## src/fb_pkg.sv

```systemverilog
////////////////////////////////////////
// Display subsystem shared package
// Bus structs, register map, timing constants
////////////////////////////////////////
package fb_pkg;

    typedef struct packed {
        logic        psel;
        logic        penable;
        logic        pwrite;
        logic [7:0]  paddr;
        logic [31:0] pwdata;
    } apb_req_t;

    typedef struct packed {
        logic [31:0] prdata;
        logic        pready;
        logic        pslverr;
    } apb_rsp_t;

    typedef struct packed {
        logic hsync;
        logic vsync;
        logic de;
    } video_sync_t;

    typedef struct packed {
        logic [11:0] bytes;     // Burst length in bytes
        logic [23:0] addr;
    } dma_req_t;

    typedef struct packed {
        logic        last;      // Final beat of the burst
        logic [23:0] addr;
        logic [63:0] data;      // Four RGB565 pixels
    } dma_rsp_t;

    typedef struct packed {
        logic        enable;
        logic [11:0] width_m1;
        logic [11:0] height_m1;
    } fb_cfg_t;

    // Register offsets
    localparam logic [7:0] REG_CTRL   = 8'h00;
    localparam logic [7:0] REG_WIDTH  = 8'h04;
    localparam logic [7:0] REG_HEIGHT = 8'h08;
    localparam logic [7:0] REG_FRAMES = 8'h0C;

    // Short blanking so a frame simulates quickly
    localparam int unsigned H_FRONT = 4;    // Pixels
    localparam int unsigned H_SYNC  = 4;
    localparam int unsigned H_BACK  = 24;
    localparam int unsigned V_FRONT = 1;    // Lines
    localparam int unsigned V_SYNC  = 1;
    localparam int unsigned V_BACK  = 2;

    localparam logic [11:0] BURST_BYTES     = 12'd64;
    localparam int unsigned RING_ABITS      = 6;
    localparam int unsigned FETCH_THRESHOLD = 96;   // Words

    typedef enum logic [1:0] {
        FETCH_IDLE,
        FETCH_REQUEST,
        FETCH_WRITING,
        FETCH_END_OF_FRAME
    } fetch_state_e;

endpackage

```

## src/fb_video_timing.sv

```systemverilog
////////////////////////////////////////
// Video timing generator
// Hsync, vsync and de from the active size
////////////////////////////////////////
module fb_video_timing import fb_pkg::*; (
    input  logic        i_clk,
    input  logic        i_nrst,
    input  fb_cfg_t     i_cfg,
    output video_sync_t o_sync,
    output logic        o_frame_start
);

    logic [12:0] h_cnt;
    logic [12:0] v_cnt;
    logic [12:0] hs_start;
    logic [12:0] h_last;
    logic [12:0] vs_start;
    logic [12:0] v_last;
    video_sync_t sync_q;
    logic        start_q;

    // Porch boundaries follow the active size
    assign hs_start = {1'b0, i_cfg.width_m1} + 13'(1 + H_FRONT);
    assign h_last   = {1'b0, i_cfg.width_m1} + 13'(H_FRONT + H_SYNC + H_BACK);
    assign vs_start = {1'b0, i_cfg.height_m1} + 13'(1 + V_FRONT);
    assign v_last   = {1'b0, i_cfg.height_m1} + 13'(V_FRONT + V_SYNC + V_BACK);

    always_ff @(posedge i_clk or negedge i_nrst) begin
        if (!i_nrst) begin
            h_cnt   <= '0;
            v_cnt   <= '0;
            sync_q  <= '0;
            start_q <= 1'b0;
        end else if (!i_cfg.enable) begin
            h_cnt   <= '0;      // Parked until enabled
            v_cnt   <= '0;
            sync_q  <= '0;
            start_q <= 1'b0;
        end else begin
            if (h_cnt == h_last) begin
                h_cnt <= '0;
                v_cnt <= (v_cnt == v_last) ? 13'd0 : v_cnt + 13'd1;
            end else begin
                h_cnt <= h_cnt + 13'd1;
            end
            sync_q.de    <= (h_cnt <= {1'b0, i_cfg.width_m1}) &&
                            (v_cnt <= {1'b0, i_cfg.height_m1});
            sync_q.hsync <= (h_cnt >= hs_start) && (h_cnt < hs_start + 13'(H_SYNC));
            sync_q.vsync <= (v_cnt >= vs_start) && (v_cnt < vs_start + 13'(V_SYNC));
            // First cycle of vertical sync
            start_q      <= (v_cnt == vs_start) && (h_cnt == 13'd0);
        end
    end

    assign o_sync        = sync_q;
    assign o_frame_start = start_q;

endmodule

```

## config.mk

```make
export PLATFORM = sky130hd
export DESIGN_NAME = fb_video_timing
export DESIGN_NICKNAME = d
export VERILOG_FILES = /design/src/fb_pkg.sv /design/src/fb_video_timing.sv
export SDC_FILE = /design/constraint.sdc
export NUM_CORES = 1
export LEC_CHECK = 0
export BUFFER_PORTS_ARGS = -buffer_cell sky130_fd_sc_hd__clkbuf_2
export CAP_MARGIN = 20
export CELL_PAD_IN_SITES_DETAIL_PLACEMENT = 1
export CELL_PAD_IN_SITES_GLOBAL_PLACEMENT = 2
export CORE_ASPECT_RATIO = 1.75
export CORE_MARGIN = 2
export CORE_UTILIZATION = 38
export CTS_CLUSTER_SIZE = 25
export DETAILED_ROUTE_END_ITERATION = 10
export HOLD_SLACK_MARGIN = 0.05
export PLACE_DENSITY_LB_ADDON = 0.1
export SETUP_SLACK_MARGIN = 0.2
export SLEW_MARGIN = 20
export SYNTH_ARGS = -nofsm -noshare
export SYNTH_HDL_FRONTEND = slang
export SYNTH_SLANG_ARGS = --single-unit
```

## constraint.sdc

```tcl
create_clock -name i_clk -period 3.45 [get_ports i_clk]
set_input_delay 0.1725 -clock i_clk [delete_from_list [all_inputs] [get_ports i_clk]]
set_output_delay 0.1725 -clock i_clk [all_outputs]
set_load 0.01 [all_outputs]
```

==> out/qor.txt <==
CTS Root Cell = clkbuf_16
CTS clk-pin slew, worst paths = 0.05 ns
Clk network pwr share = 37.2%
Cell-internal power = 0.7508 mW
Final cycle utilization of the critical path = 87.59%
Min Tclk post-route = 3.022 ns
Syn_area_per_cell = 8.276 sq um
DR vias = 4,104
Vias per cell = 5.863
Final WL = 13.94 mm
Final setup fails = 0
Hold Violations, Final = 0
H-tree depth = 2
Routability cong. = 0.8419
Post-synthesis instance total = 532
Layout cells sized above 1 = 11.15%
EDFF count, synth = 0
Synth top area share = 22.73%
Final Cell Area = 0.004883 sq mm
Post-synthesis register bit count = 30
Setup TNS = 0 ns
Synth cell types = 61
Final setup skew = 0.005018 ns
# DRC = 0
Worst Hold Depth = 3
Hold Crit Class = input port to flop
Post-DP HPWL = 11.80 mm
Slew Limit Fails = 0
Flop pwr share = 33.5%
Max Buffers Root-to-Sink = 2
Worst Setup End Kind = flop
Slew HR = 47.21%
Sw frac = 32.21%
RSZ-0062 raised after global routing = false
Drt pass-1 iters = 4
Crit path required time = 3.67 ns
Final core utilization = 42.65%
Tot GR Track Use = 23.49%
Max_cap viols = 0
Cts bufs inserted = 5
Critical path class = input port to flop
Worst-Margin Slew = 0.7918 ns
Iter 0 DRT Violations = 84
P&R area growth vs syn = 10.91%
Ys async rst share = 100.0%
Yosys warnings = 0
# diodes = 0
Most area-consuming cells after synthesis = ha_1 23%, dfrtp_1 17%, xnor2_1 7.4%, xor2_1 6.2%, nand3_1 4.0%
Die outline height = 146.4 microns
Commonest non-fill, non-tap cell in the layout = ha_1
Initial antenna violation count = 0
Initial Util = 38.45%
Comb pwr share = 29.3%
First-pass GRT wire length = 22.95 mm
CORE AREA = 0.01145 sq mm
# fillers = 1,406
Synth Cell Area = 0.004403 sq mm
Largest net degree at the start of global routing = 31
Crit start category = input port
PwrDens = 226.8 mW/mm^2
Crit Path Max Fanout = 5
I/O pin total = 31
Most used DFF post-synth = dfrtp_1
Maximum vdd drop = 0.1682 mV
Yosys top cell by area = ha_1
Leakage = 2.400 nW
Worst-path cell chain = clkbuf_2, ha_1, o21ai_0, or2_2, nor2_1, xnor2_1, or2_2, nor4_1, a21boi_0, ha_1, inv_1, o22ai_1, nor3b_1, o211a_1
Hold_ws = 0.3693 ns
CTS tree = built
Port Buf Inserts = 30
Post-route ant nets = 0
Die Area = 0.01250 sq mm
GRT overflow = 0
FP Rows = 52
Average wire per standard cell = 19.91 microns
Mapped Nets = 639
Arrival @ worst endpoint = 3.24 ns
Vias in the first global route = 4,569
Worst-skew pair later-pin latency = 0.28 ns
Die W = 85.37 microns
CP max stage cell = nor4_1
Nets = 672
Overall power = 1.107 mW
FF-to-FF path depth = 9
Cell Area, Placed = 0.004736 sq mm
Status = finished, final reports clean
Clock sink count = 30
Most frequent cells in the layout = 80 x ha_1, 38 x nor2_1, 37 x xnor2_1, 36 x inv_1, 35 x nand3_1
P_sw = 0.3566 mW
Seq/Total Area, Yosys = 17.05%
Max Fclk = 0.3309 GHz
CP peak stage delay = 0.50 ns
-- registers in the layout, summed over array words and instances (netlist names) --
name,flops
o_frame_start,1
h_cnt,13
o_sync,3
v_cnt,13
-- worst paths after layout --
check | from | to | slack [ns]
worst max-delay path | i_cfg[12] | o_sync[2] | 0.43
worst min-delay path | i_cfg[24] | v_cnt[1] | 0.37
worst max register to register | h_cnt[0] | v_cnt[12] | 0.45
worst min register to register | h_cnt[0] | h_cnt[0] | 0.51
max in group asynchronous | i_nrst | v_cnt[12] | 2.43
min in group asynchronous | i_nrst | h_cnt[1] | 0.51
-- worst max-delay path: cells and delay by family --
family	cells	cell delay (ns)
xor gates and xnor gates	1	0.15
buffers and inverters	2	0.19
and+or+nand+nor	5	1.58
AOI/OAI and AO/OA	4	0.58
adders and majority gates	2	0.57
-- area by class of cell --
cell class	count	area [sq um]	area share (%)
Clock buffer	5	125.1	2.562
Timing Repair Buffer	43	250.2	5.124
Inverter	36	135.1	2.767
Tap cell	135	168.9	3.459
Clock inverter	2	10.01	0.2050
Sequential cell	30	750.7	15.37
Multi-Input combinational cell	449	3443	70.51
-- per-stage QoR --
stage               setup slack (ns)  cells
CTS                           0.2717    700
floorplan                     0.7471    532
detailed placement            0.1241    692
global route                  0.2300    700
finish                        0.4281    700
global placement              0.1884    692
-- cells by family after synthesis --
| family | share of synthesized area (%) |
|---|---|
| adders and majority gates | 22.96 |
| AOI/OAI and AO/OA | 17.65 |
| buffers and inverters | 4.802 |
| and+or+nand+nor | 23.47 |
| xor gates and xnor gates | 14.07 |
| DFF | 17.05 |
-- synth_stat cells (all sizes together), types with 2 or more instances --
cell	count
nand3	36
or3	2
buf	7
a311oi	2
and2	2
ha	80
a2bb2oi	4
nand3b	2
nor4b	2
xor2	31
o21bai	2
dfrtp	30
nor3	12
o21ai	20
inv	36
nand2	28
nand4b	2
o21a	11
nor2	38
nor2b	11
a211o	3
o211a	2
o211ai	4
nand4	12
o2111ai	3
or4	2
a2111oi	4
o31ai	5
clkbuf	10
a211oi	5
nand2b	7
and3	10
nor4	11
a31oi	6
nor3b	8
a21boi	2
a21oi	11
xnor2	37
a21o	12
or2	7
-- repair_timing --
action / 4_1_cts / 5_1_grt
resized for setup: 0 / 1
endpoints found under the setup margin: 0 / 7
hold buffers: 1 / 0
setup buffers: 0 / 0
endpoints found under the hold margin: 30 / 0
-- power groups by stage --
| stage | clock (mW) | sequential, mW | combinational [mW] |
|---|---|---|---|
| global route | 0.429 | 0.373 | 0.368 |
| floorplan | 0 | 0.375 | 0.216 |
| detailed placement | 0 | 0.377 | 0.328 |
| CTS | 0.420 | 0.371 | 0.331 |
| global placement | 0 | 0.377 | 0.318 |
| finish | 0.412 | 0.371 | 0.324 |
-- metal layers --
layer	wire, microns	up-vias	track usage [%]
met4	549	0	9.762
met2	8574	49	49.84
li1	-	2000	-
met1	4639	2026	21.83
met5	0	-	0
met3	175	29	1.018
(Power assumes the default switching activity.)
