**src/fb_pkg.sv**
```systemverilog
////////////////////////////////////////
// Display subsystem shared package
// Bus structs, register map, timing constants
////////////////////////////////////////
package fb_pkg;

    typedef struct packed {
        logic        psel;
        logic        penable;
        logic        pwrite;
        logic [7:0]  paddr;
        logic [31:0] pwdata;
    } apb_req_t;

    typedef struct packed {
        logic [31:0] prdata;
        logic        pready;
        logic        pslverr;
    } apb_rsp_t;

    typedef struct packed {
        logic hsync;
        logic vsync;
        logic de;
    } video_sync_t;

    typedef struct packed {
        logic [11:0] bytes;     // Burst length in bytes
        logic [23:0] addr;
    } dma_req_t;

    typedef struct packed {
        logic        last;      // Final beat of the burst
        logic [23:0] addr;
        logic [63:0] data;      // Four RGB565 pixels
    } dma_rsp_t;

    typedef struct packed {
        logic        enable;
        logic [11:0] width_m1;
        logic [11:0] height_m1;
    } fb_cfg_t;

    // Register offsets
    localparam logic [7:0] REG_CTRL   = 8'h00;
    localparam logic [7:0] REG_WIDTH  = 8'h04;
    localparam logic [7:0] REG_HEIGHT = 8'h08;
    localparam logic [7:0] REG_FRAMES = 8'h0C;

    // Short blanking so a frame simulates quickly
    localparam int unsigned H_FRONT = 4;    // Pixels
    localparam int unsigned H_SYNC  = 4;
    localparam int unsigned H_BACK  = 24;
    localparam int unsigned V_FRONT = 1;    // Lines
    localparam int unsigned V_SYNC  = 1;
    localparam int unsigned V_BACK  = 2;

    localparam logic [11:0] BURST_BYTES     = 12'd64;
    localparam int unsigned RING_ABITS      = 6;
    localparam int unsigned FETCH_THRESHOLD = 96;   // Words

    typedef enum logic [1:0] {
        FETCH_IDLE,
        FETCH_REQUEST,
        FETCH_WRITING,
        FETCH_END_OF_FRAME
    } fetch_state_e;

endpackage

```
**src/fb_apb_regs.sv**
```systemverilog
////////////////////////////////////////
// APB control registers
// Size, enable and a frame counter
////////////////////////////////////////
module fb_apb_regs import fb_pkg::*; (
    input  logic     i_clk,
    input  logic     i_nrst,
    input  apb_req_t i_apb,
    output apb_rsp_t o_apb,
    input  logic     i_frame_start,
    output fb_cfg_t  o_cfg
);

    fb_cfg_t     cfg_q;
    logic [15:0] frames_q;
    logic        access;
    logic        addr_ok;
    logic [31:0] rdata;

    assign access = i_apb.psel && i_apb.penable;

    // Read decode
    always_comb begin
        rdata   = '0;
        addr_ok = 1'b1;
        case (i_apb.paddr)
            REG_CTRL:   rdata = {31'd0, cfg_q.enable};
            REG_WIDTH:  rdata = {20'd0, cfg_q.width_m1};
            REG_HEIGHT: rdata = {20'd0, cfg_q.height_m1};
            REG_FRAMES: rdata = {16'd0, frames_q};
            default:    addr_ok = 1'b0;
        endcase
    end

    assign o_apb.prdata  = rdata;
    assign o_apb.pready  = 1'b1;                // No wait states
    assign o_apb.pslverr = access &&
                           (!addr_ok || (i_apb.pwrite && i_apb.paddr == REG_FRAMES));

    always_ff @(posedge i_clk or negedge i_nrst) begin
        if (!i_nrst) begin
            cfg_q    <= '0;
            frames_q <= '0;
        end else begin
            if (access && i_apb.pwrite) begin
                case (i_apb.paddr)
                    REG_CTRL:   cfg_q.enable    <= i_apb.pwdata[0];
                    REG_WIDTH:  cfg_q.width_m1  <= i_apb.pwdata[11:0];
                    REG_HEIGHT: cfg_q.height_m1 <= i_apb.pwdata[11:0];
                    default:    ;                   // Frame counter is read-only
                endcase
            end
            if (i_frame_start) begin
                frames_q <= frames_q + 16'd1;
            end
        end
    end

    assign o_cfg = cfg_q;

endmodule

```
**config.mk**
```make
export PLATFORM = sky130hd
export DESIGN_NAME = fb_apb_regs
export DESIGN_NICKNAME = d
export VERILOG_FILES = /design/src/fb_pkg.sv /design/src/fb_apb_regs.sv
export SDC_FILE = /design/constraint.sdc
export NUM_CORES = 1
export LEC_CHECK = 0
export BUFFER_PORTS_ARGS = -buffer_cell sky130_fd_sc_hd__buf_2
export CAP_MARGIN = 15
export CORE_UTILIZATION = 46
export CTS_CLUSTER_SIZE = 20
export DETAILED_ROUTE_END_ITERATION = 10
export PLACE_DENSITY = 0.83
export SYNTH_ARGS = -nofsm -noshare
export SYNTH_HDL_FRONTEND = slang
export SYNTH_SLANG_ARGS = --single-unit
```
**constraint.sdc**
```tcl
create_clock -name i_clk -period 1.94 [get_ports i_clk]
set_input_delay 0.097 -clock i_clk [delete_from_list [all_inputs] [get_ports i_clk]]
set_output_delay 0.097 -clock i_clk [all_outputs]
set_load 0.02 [all_outputs]
```
==> metrics.sh, run 1 <==
OUTCOME='complete, but fails checks'
FAILING_CHECKS='DRC'
CTS.SINKS=41
DIEAREA_UM2=5009
VIA_PER_INST=5.142
GP_CONGESTION=0.8204
SYNTH_SEQ_CELLS=41
TIMING.HOLD.WS_NS=0.04551
CTS_POST_SETUP_BUFFERS_INSERTED=0
DP_HPWL_MM=3.353
WL_MM=4.399
GR-MAX-USAGE-LAYER='met2'
P_LEAK_nW=1.449
MET1_USAGE=0.2563
WORSTMARGINPINSLEW_NS=0.6112
TIMING.MAX_CAP.VIOLATIONS=0
DRT_PASS1_ITERATIONS=10
YOSYSWARNINGS=0
POST_CTS.RESIZED_INSTANCES=0
PERIOD_NEEDED_NS=1.629
ANTENNA_FOUND_INITIAL=0
FILLER_CELL_COUNT=377
TOTALPOWERFINAL_mW=2.043
LARGEST_CLOCK_SKEW_IN_THE_FINAL_DESIGN_NS=0.002593
CLOCK_TREE.HTREE_LEVEL_COUNT=2
FINAL_NETS=304
TRITONCTS='yes'
GRT_PASS1_WL_MM=7.148
GRT.MET2_USAGE=0.2885
GRT_OVERFLOW_TOTAL=0
BIGGEST_FANOUT_ALONG_THE_WORST_TIMING_PATH=4
ROUTED_WIRE_LENGTH_PER_INSTANCE_UM=14.19
WORST_EP_ARRIVAL_NS=1.53
HOLD_PATH.CLASS='input pin to register'
GRT_START_MAX_NET_PINS=28
ENDPOINT_KIND='output pin'
SLEW_HEADROOM=0.5926
POST_SYNTH_INSTANCE_AREA_UM2=2176
DRIVE_GT1_FRAC=0.4767
SLEW_VIOLATIONS=0
INITIAL_CORE_UTILIZATION=0.4896
GRT_PASS1_VIAS=1441
ANTENNADIODECOUNT=0
PART_OF_THE_YOSYS_AREA_USED_FOR_SEQUENTIAL_ELEMENTS=0.4715
WORSTSKEWPAIRLATENCY_NS=0.29
FLOORPLAN.DIE.HEIGHT_UM=70.78
DRC_ERRORS=2
SYNTH_AREA_PER_CELL_UM2=11.76
MIN_PERIOD_OVER_PERIOD=0.8398
POST_DP_CELL_AREA_UM2=2517
FINAL_CELL_AREA_UM2=2644
SYNTH_SIMPLE_GATE_AREA_FRAC=0.1185
PLACEMENT.IO_BUFFERS=67
ROUTED_VIAS=1594
ROOT_BUFFER='clkbuf_8'
POST_SYNTH_INST_COUNT=185
PEAKVDDDROP_V=0.0005228
CTS_INSERTED_BUFFERS=5
NUM_IO_PINS=105
CLOCK_EDGE_TRANSITION_AT_THE_REGISTERS_ON_THE_REPORTED_SETUP_AND_HOLD_PATHS_NS=0.08
FMAX_MHz=613.8
GROUTE.LAYER.MET3.USAGE=0.02707
FINALSETUPVIOLCOUNT=0
SYNTH_XOR_XNOR_AREA_SHARE=0.06038
SYNTH_COMPOUND_GATE_AREA_SHARE=0.04083
GRT_TOTAL_USAGE=0.1846
AREA_OF_THE_CORE_UM2=4444
RSZ0062_AT_GRT='false'
CTS_MAX_PATH_BUFFERS=2
WORST_SETUP_PATH_START_KIND='register'
LARGEST_FAMILY_OF_LOGIC_CELLS_BY_SYNTHESIZED_AREA='multiplexers'
SYNTH_MUX_AREA_FRAC=0.2191
PLACEMENTROWS=24
DIEWIDTH_UM=70.78
POST_SYNTH_NUM_CELL_TYPES=31
WORSTPATHREQUIRED_NS=1.84
DRT.ANTENNA.VIOLATING_NETS=0
PATH_CLASS='register to output pin'
TNS_NS=0
HOLD_VIOL_FINAL=0
P_PER_AREA_nW_PER_UM2=772.9
LAYOUT-AREA-OVERHEAD-VS-SYNTH_PCT=21.51
DR.FIRST_ITER.DRC_COUNT=60
YOSYS.AREA_SHARE.ADDER=0.005750
per-layer routing:
layer / part of all wire / wire [um]
met4: 0.019 / 83
met2: 0.49 / 2139
met5: 0 / 0
met1: 0.45 / 1988
met3: 0.043 / 187
repair_timing:
item	CTS	global route
endpoints found under the setup margin	0	0
hold buffers	1	0
endpoints found under the hold margin	25	0
registers in the layout (all words and copies together), names as in the netlist:
| name | flops |
|---|---|
| frames_q | 16 |
| o_cfg | 25 |
area by class of cell:
type / instances / area [um^2] / area share
clock buffer: 7 / 86.33 / 0.03265
clock inverter: 1 / 30.03 / 0.01136
inverter: 2 / 7.507 / 0.002840
multi-input combinational: 132 / 1031 / 0.3900
sequential: 41 / 1026 / 0.3881
tap: 52 / 65.06 / 0.02461
timing repair buffer: 75 / 397.9 / 0.1505
synthesized netlist by cell type (all sizes together):
| cell type | count | area, um^2 |
|---|---|---|
| ha | 1 | 12.51 |
| a31oi | 1 | 6.260 |
| and2 | 4 | 25.02 |
| mux4 | 1 | 22.52 |
| or4b | 1 | 13.76 |
| nor4 | 2 | 18.77 |
| xor2 | 5 | 43.79 |
| nor2 | 17 | 63.81 |
| inv | 2 | 7.510 |
| conb | 2 | 7.510 |
| clkbuf | 4 | 15.01 |
| or3 | 1 | 6.260 |
| and4 | 1 | 8.760 |
| or2 | 1 | 6.260 |
| nor3 | 1 | 5.000 |
| buf | 21 | 152.6 |
| nand3 | 3 | 15.01 |
| a22oi | 11 | 82.58 |
| nand2 | 8 | 32.54 |
| dfrtp | 41 | 1026 |
| mux2 | 37 | 454.2 |
| xnor2 | 10 | 87.58 |
| nor2b | 3 | 18.77 |
| nand4 | 5 | 31.28 |
| and3 | 2 | 12.51 |
where the power goes:
part,internal [mW],switching (mW),leakage [nW]
sequential,0.932,0.0995,0.560
clock,0.419,0.284,0.0585
combinational,0.151,0.157,0.831
critical path: stages, from the launching register on:
cell and delay, ns:
dfrtp_1 0.44, mux4_2 0.48, and3_1 0.18, buf_2 0.15
kinds of logic (layout without fill, tap and decap cells):
family / count (synthesis) / after routing
and+or+nand+nor: 49 / 49
DFF: 41 / 41
muxes: 38 / 38
buffers and inverters: 27 / 85
xor gates and xnor gates: 15 / 15
AOI/OAI and AO/OA: 12 / 12
other: 2 / 17
adders and majority gates: 1 / 1
stage by stage:
| stage | setup WS [ns] | std cells | utilization |
|---|---|---|---|
| after floorplan | 0.2936 | 200 | - |
| after global placement | 0.1459 | 301 | 0.5664 |
| after detailed placement | 0.1073 | 301 | 0.5664 |
| after CTS | 0.3035 | 310 | 0.5949 |
| after global routing | 0.2572 | 310 | 0.5949 |
| final | 0.3108 | 310 | 0.5949 |
layout by cell type, fill, tap and decap left out, types with 2 or more instances in the layout:
cell type  count
and2_1         4
conb_1        17
nor2b_1        3
mux2_4        10
buf_2         67
mux2_2        27
clkbuf_8       6
inv_1          2
and3_1         2
buf_4          7
nand4_1        5
nand3_1        3
a22oi_1       11
nor2_1        17
nand2_1        7
dfrtp_1       41
xnor2_1       10
xor2_1         5
final timing paths:
| path | start | end | slack, ns | cells after the start |
|---|---|---|---|---|
| min in group asynchronous | i_nrst | o_cfg[17] | 0.36 | 2 |
| worst min register to register | frames_q[15] | frames_q[15] | 0.46 | 1 |
| worst max-delay path | frames_q[0] | o_apb[2] | 0.31 | 3 |
| worst min-delay path | i_apb[6] | o_cfg[18] | 0.05 | 2 |
| worst max register to register | frames_q[0] | frames_q[10] | 0.36 | 5 |
| max in group asynchronous | i_nrst | o_cfg[21] | 1.01 | 3 |
Note: power is estimated with default switching activity, not from simulation.
==> inputs of run 2 (changes only) <==
Settings changed: ABC_AREA set to 1, CORE_UTILIZATION 46 to 48, PLACE_DENSITY 0.83 to 0.84.
Clock period 1.94 ns to 1.6 ns, I/O delays scaled along.
==> run 2 against run 1 <==
Against the previous run:
- the flow now finishes without violations
- flip-flop and latch count unchanged
- worst hold slack got worse by 0.041 ns
- power grew 17%
- global-route usage is 6.1 points higher
- worst setup slack worse by 0.080 ns
- die area increased by 7.1%
- non-clock buffer count rose by 5
- critical path depth rose by 4
- sequential share of layout area fell by 3.3 points
- synthesized cell count up 69%
- clock power is essentially flat
==> metrics.sh, run 2 <==
OUTCOME='finished clean'
LARGEST_FAMILY_OF_LOGIC_CELLS_BY_SYNTHESIZED_AREA='simple AND/OR/NAND/NOR gates'
SLEW_VIOLATIONS=0
VIA_PER_INST=5.029
PLACEMENT.IO_BUFFERS=67
DRT_PASS1_ITERATIONS=4
CTS-HOLD-FIX-BUFFERS=7
MIN_PERIOD_OVER_PERIOD=0.8559
ENDPOINT_KIND='output pin'
POST_SYNTH_INST_COUNT=313
DRT.ANTENNA.VIOLATING_NETS=0
CTS_MAX_PATH_BUFFERS=2
POST_CTS.RESIZED_INSTANCES=0
ROOT_BUFFER='clkbuf_8'
GRT_PASS1_WL_MM=10.14
PEAKVDDDROP_V=0.0004150
PLACEMENTROWS=25
SLEW_HEADROOM=0.6488
ROUTED_VIAS=2278
WORST_SETUP_PATH_START_KIND='input pin'
PERIOD_NEEDED_NS=1.369
FMAX_MHz=730.2
TNS_NS=0
YOSYSMOSTFREQUENTCELL='nand2_1'
LARGEST_CLOCK_SKEW_IN_THE_FINAL_DESIGN_NS=0.009395
LAYOUT_COMMONEST_CELL='nand2_1'
GRT_OVERFLOW_TOTAL=0
P_LEAK_nW=1.607
HOLD_VIOL_FINAL=0
FINAL_NETS=433
SYNTH_SIMPLE_GATE_AREA_FRAC=0.2999
SYNTH_TOP_AREA_CELL='dfrtp_1'
NUM_IO_PINS=105
DRIVE_GT1_FRAC=0.2332
CLOCK_TREE.HTREE_LEVEL_COUNT=2
CTS_INSERTED_BUFFERS=5
ROUTED_WIRE_LENGTH_PER_INSTANCE_UM=13.00
WL_MM=5.890
SYNTH-EDFF-COUNT=0
SEQ_POWER_SHARE=0.532
GRT_START_MAX_NET_PINS=42
AREA_OF_THE_CORE_UM2=4817
WORSTSKEWPAIRLATENCY_NS=0.30
LAYOUT-AREA-OVERHEAD-VS-SYNTH_PCT=18.54
CELLINTERNALPOWER_mW=1.626
TRITONCTS='yes'
YOSYS_MOST_USED_DFF='dfrtp_1'
HOLD_PATH.CLASS='input pin to register'
YOSYSWARNINGS=0
SYNTH_MUX_AREA_FRAC=0
WORSTMARGINPINSLEW_NS=0.5267
SYNTH_XOR_XNOR_AREA_SHARE=0.02517
INITIAL_CORE_UTILIZATION=0.5057
CLOCK_EDGE_TRANSITION_AT_THE_REGISTERS_ON_THE_REPORTED_SETUP_AND_HOLD_PATHS_NS=0.08
DIEAREA_UM2=5364
POWER_FRAC_CLOCK=0.295
POST_SYNTH_INSTANCE_AREA_UM2=2436
FILLER_CELL_COUNT=441
FRACTION_OF_POWER_SPENT_SWITCHING_NETS=0.3172
LARGEST_REG_FLOPS=25
GRT_PASS1_VIAS=2217
GRT_TOTAL_USAGE=0.2459
SYNTH.TOP_CELLS.BY_COUNT='78 x nand2_1, 41 x dfrtp_1, 38 x nand3_1'
POST_SYNTH_NUM_CELL_TYPES=29
CTS_POST_SETUP_BUFFERS_INSERTED=0
SYNTH_AREA_PER_CELL_UM2=7.783
DP_HPWL_MM=4.301
FINALSETUPVIOLCOUNT=0
SYNTH_COMPOUND_GATE_AREA_SHARE=0.09296
ANTENNADIODECOUNT=0
CTS.SINKS=41
FINAL_CELL_MIX='78 x nand2_1, 67 x buf_2, 41 x dfrtp_1, 38 x nand3_1, 37 x inv_1'
GP_CONGESTION=0.7830
TIMING.MAX_CAP.VIOLATIONS=0
P_SW_mW=0.7553
PART_OF_THE_YOSYS_AREA_USED_FOR_SEQUENTIAL_ELEMENTS=0.4212
TIMING.HOLD.WS_NS=0.004948
RSZ0062_AT_GRT='false'
WORSTPATHREQUIRED_NS=1.52
ASYNC_RESET_FF_FRAC=1.000
P_PER_AREA_nW_PER_UM2=824.6
SHARE_COMB_OF_TOTAL_POWER=0.173
BIGGEST_FANOUT_ALONG_THE_WORST_TIMING_PATH=13
FLOORPLAN.DIE.HEIGHT_UM=73.24
DRC_ERRORS=0
TOP_POST_SYNTHESIS_CELLS_BY_AREA='dfrtp_1 42%, nand2_1 12%, nand3_1 7.8%'
DIEWIDTH_UM=73.24
PATH_CLASS='input pin to output pin'
SYNTHDOMINANTCELLAREASHARE=0.4212
ANTENNA_FOUND_INITIAL=0
WORST_EP_ARRIVAL_NS=1.29
DR.FIRST_ITER.DRC_COUNT=193
YOSYS.AREA_SHARE.ADDER=0.005136
SYNTH_SEQ_CELLS=41
==> run 2: cell count changes in the layout (fill, tap and decap cells not counted), moves of 4 or more <==
| cell | delta |
|---|---|
| mux2_2 | -27 |
| nand3_1 | +35 |
| inv_1 | +35 |
| mux2_4 | -10 |
| o21ai_0 | +24 |
| xnor2_1 | -6 |
| nor2_1 | +4 |
| a22oi_1 | -11 |
| nand2_1 | +71 |
| o211ai_1 | +11 |
| dlygate4sd3_1 | +6 |
==> run 2: path summary, 6_finish.rpt <==
check                            start            to  slack, ns  cells past startpoint
max                          i_apb[37]      o_apb[3]       0.23                      7
min                           i_apb[6]      o_cfg[6]      0.005                      3
max reg2reg                frames_q[1]   frames_q[8]       0.24                      7
min reg2reg                  o_cfg[24]     o_cfg[24]       0.51                      2
max in group asynchronous       i_nrst      o_cfg[2]       0.85                      3
min in group asynchronous       i_nrst  frames_q[12]       0.39                      3
==> run 2: metrics by stage <==
stage,cell area (um^2),total power [mW],instances,setup slack [ns],utilization
2_1_floorplan,2492,1.563,328,0.4165,-
3_3_place_gp,2728,1.647,439,0.2087,0.5662
3_5_place_dp,2728,1.675,439,0.1806,0.5662
4_1_cts,2888,2.385,453,0.2260,0.5995
5_1_grt,2888,2.514,453,0.03729,0.5995
6_report,2888,2.381,453,0.2305,0.5995
==> run 2: final cells by class <==
type,instances,area (um^2),area share
Multi-Input combinational cell,220,1095,0.3791
Sequential cell,41,1026,0.3553
Timing Repair Buffer,80,450.4,0.1560
Inverter,38,142.6,0.04939
Tap cell,67,83.83,0.02903
Clock buffer,6,82.58,0.02860
Clock inverter,1,7.507,0.002600
==> run 2: kinds of logic (layout without fill, tap and decap cells) <==
kind of cell	count (synthesis)	in the layout
and+or+nand+nor	156	156
adders and majority gates	1	1
DFF	41	41
AOI/OAI and AO/OA	39	39
buffers and inverters	67	125
other	2	17
xor gates and xnor gates	7	7
==> run 2: metal layers <==
metal | wire [um] | track usage | share of wire | vias to the layer above
li1 | - | - | - | 1115
met2 | 2938 | 0.4259 | 0.50 | 72
met5 | 0 | 0 | 0 | -
met1 | 2559 | 0.3062 | 0.43 | 1082
met3 | 312 | 0.05387 | 0.053 | 9
met4 | 80 | 0.07190 | 0.014 | 0
==> run 2: worst max-delay path, cell delays in order <==
cell,delay (ns)
buf_2,0.09
nor2_1,0.12
and2_1,0.27
buf_4,0.18
nand2_4,0.12
o211ai_1,0.22
buf_2,0.20
==> run 2: power by group through the flow <==
stage / combinational (mW) / clock (mW) / sequential, mW
2_1_floorplan: 0.320 / 0 / 1.24
3_3_place_gp: 0.373 / 0 / 1.27
3_5_place_dp: 0.400 / 0 / 1.28
4_1_cts: 0.413 / 0.711 / 1.26
5_1_grt: 0.470 / 0.757 / 1.29
6_report: 0.411 / 0.703 / 1.27
==> inputs of run 3 (changes only) <==
Settings changed: CORE_ASPECT_RATIO set to 2, CORE_UTILIZATION 48 to 51, PLACE_DENSITY 0.84 to 0.88.
Clock period 1.6 ns to 1.7 ns, I/O delays scaled along.
==> run 3 against run 2 <==
Against the previous run:
- flip-flop and latch count did not move
- clock skew fell by 0.0084 ns
- combinational power fell by 9.0%
- largest cell class unchanged
- highest routed layer unchanged
==> metrics.sh, run 3 (synthesis gave the netlist of run 2 again) <==
GRT_PASS1_WL_MM=9.742
POSTLAYOUTCOREUTIL=0.6095
MIN_PERIOD_OVER_PERIOD=0.8712
ROOT_BUFFER='clkbuf_8'
FINAL_NETS=427
WL_MM=5.968
DRC_ERRORS=0
OUTCOME='finished clean'
WORSTSKEWPAIRLATENCY_NS=0.29
LARGEST_CLOCK_SKEW_IN_THE_FINAL_DESIGN_NS=0.001000
PLACEMENT.IO_BUFFERS=67
PLACEMENTROWS=35
P_LEAK_nW=1.577
FLOORPLAN.DIE.HEIGHT_UM=99.74
DIEAREA_UM2=5074
CRIT_SLOWEST_CELL='and2_1'
CTS.SINKS=41
DRT.ANTENNA.VIOLATING_NETS=0
CP_COMMON_CELL='buf_2'
FINALSETUPVIOLCOUNT=0
ROUTED_WIRE_LENGTH_PER_INSTANCE_UM=13.69
NUM_IO_PINS=105
VIA_PER_INST=5.243
CELLS_ALONG_THE_CRITICAL_PATH='buf_2 > nor2_1 > and2_1 > buf_4 > nand3_1 > o211ai_1 > buf_2'
CRIT_FAMILY='simple AND/OR/NAND/NOR gates'
ENDPOINT_KIND='output pin'
CLOCK_EDGE_TRANSITION_AT_THE_REGISTERS_ON_THE_REPORTED_SETUP_AND_HOLD_PATHS_NS=0.07
CP.DEPTH=7
GRT_START_MAX_NET_PINS=21
RSZ0062_AT_GRT='false'
PEAKVDDDROP_V=0.0006111
NUMBER_OF_BUFFERS_AND_INVERTERS_ON_THE_CRITICAL_PATH=3
HOLD_PATH.CLASS='input pin to register'
CRIT-REG2REG-LAUNCH='frames_q[0]'
GRT_OVERFLOW_TOTAL=0
SETUP.REG_TO_REG.WORST_SLACK_NS=0.26
DR.FIRST_ITER.DRC_COUNT=72
CAPTURE_POINT_OF_THE_WORST_PATH='o_apb[6]'
PATH_CLASS='input pin to output pin'
DP_HPWL_MM=4.696
FMAX_MHz=675.2
WORST_PATH_LARGEST_CELL_DELAY_NS=0.38
GP_CONGESTION=0.8756
TRITONCTS='yes'
ROUTED_VIAS=2286
WORSTPATHREQUIRED_NS=1.62
LAYOUT_COMMONEST_CELL='nand2_1'
BIGGEST_FANOUT_ALONG_THE_WORST_TIMING_PATH=16
AREA_OF_THE_CORE_UM2=4598
INITIAL_CORE_UTILIZATION=0.5298
TIMING.MAX_CAP.VIOLATIONS=0
GRT_TOTAL_USAGE=0.2578
CRITICAL_PATH.REG2REG.ENDPOINT='frames_q[14]'
WORST_EP_ARRIVAL_NS=1.40
TNS_NS=0
DRIVE_GT1_FRAC=0.2310
SLEW_VIOLATIONS=0
P_PER_AREA_nW_PER_UM2=776.6
CLOCK_TREE.HTREE_LEVEL_COUNT=2
POST_CTS.RESIZED_INSTANCES=0
DRT_PASS1_ITERATIONS=4
GRT_PASS1_VIAS=2243
DIEWIDTH_UM=50.87
PERIOD_NEEDED_NS=1.481
ANTENNADIODECOUNT=0
ANTENNA_FOUND_INITIAL=0
FINAL_CELL_MIX='78 x nand2_1, 67 x buf_2, 41 x dfrtp_1, 38 x nand3_1, 37 x inv_1'
CTS_INSERTED_BUFFERS=5
WORST_SETUP_PATH_START_KIND='input pin'
REGISTER_TO_REGISTER_PATH_DEPTH=6
LAYOUT-AREA-OVERHEAD-VS-SYNTH_PCT=15.05
HOLD_VIOL_FINAL=0
LARGEST_REG_FLOPS=25
CTS_MAX_PATH_BUFFERS=2
CRITICAL_PATH.STARTPOINT='i_apb[37]'
run 3: layer usage:
metal	wire length, um	GRT usage
met5	0	0
met4	266	0.1667
met3	306	0.04740
met2	3307	0.4533
met1	2088	0.2705
run 3: worst min path at each step:
| stage | cells past startpoint | endpoint | slack (ns) | start |
|---|---|---|---|---|
| 2_1_floorplan | 0 | frames_q[0] | -0.21 | i_nrst |
| 4_1_cts | 3 | o_cfg[21] | 0.0009 | i_apb[9] |
| 6_report | 3 | o_cfg[13] | 0.006 | i_apb[1] |
| 5_1_grt | 3 | o_cfg[8] | 0.01 | i_apb[8] |
| 3_5_place_dp | 1 | frames_q[13] | 0.05 | i_nrst |
| 3_3_place_gp | 1 | frames_q[13] | 0.04 | i_nrst |
run 3: layout make-up:
cell class	count	area [um^2]
fill	460	1795
multi-input combinational	220	1095
sequential	41	1026
timing repair buffer	74	390.4
inverter	38	142.6
clock buffer	8	80.08
tap	55	68.82
run 3: metrics by stage:
step / instances / area, um^2 / setup WS, ns / total power, mW / hold slack, ns
2_1_floorplan: 328 / 2492 / 0.5165 / 1.471 / -0.2106
3_3_place_gp: 427 / 2713 / 0.1889 / 1.554 / 0.04294
3_5_place_dp: 427 / 2713 / 0.1008 / 1.573 / 0.05396
4_1_cts: 436 / 2803 / 0.2114 / 2.183 / 0.0008712
5_1_grt: 436 / 2803 / 0.1016 / 2.286 / 0.01237
6_report: 436 / 2803 / 0.2190 / 2.177 / 0.005648
run 3: power breakdown:
| part | switching, mW | internal [mW] | leakage (nW) | total, mW |
|---|---|---|---|---|
| combinational | 0.238 | 0.136 | 1.05 | 0.374 |
| sequential | 0.126 | 1.06 | 0.489 | 1.19 |
| clock | 0.322 | 0.292 | 0.0395 | 0.613 |
| total | 0.685 | 1.49 | 1.58 | 2.18 |
run 3: repair_timing:
action	4_1_cts	5_1_grt
hold buffers	1	0
setup buffers	0	0
hold endpoints to repair	17	0
run 3: worst register-to-register path: cells and delay by family, from the launching register on:
kind          cells  cell delay [ns]
simple gates      4             0.60
fa+ha+maj         1             0.26
flops             1             0.46
buf+inv           1             0.04
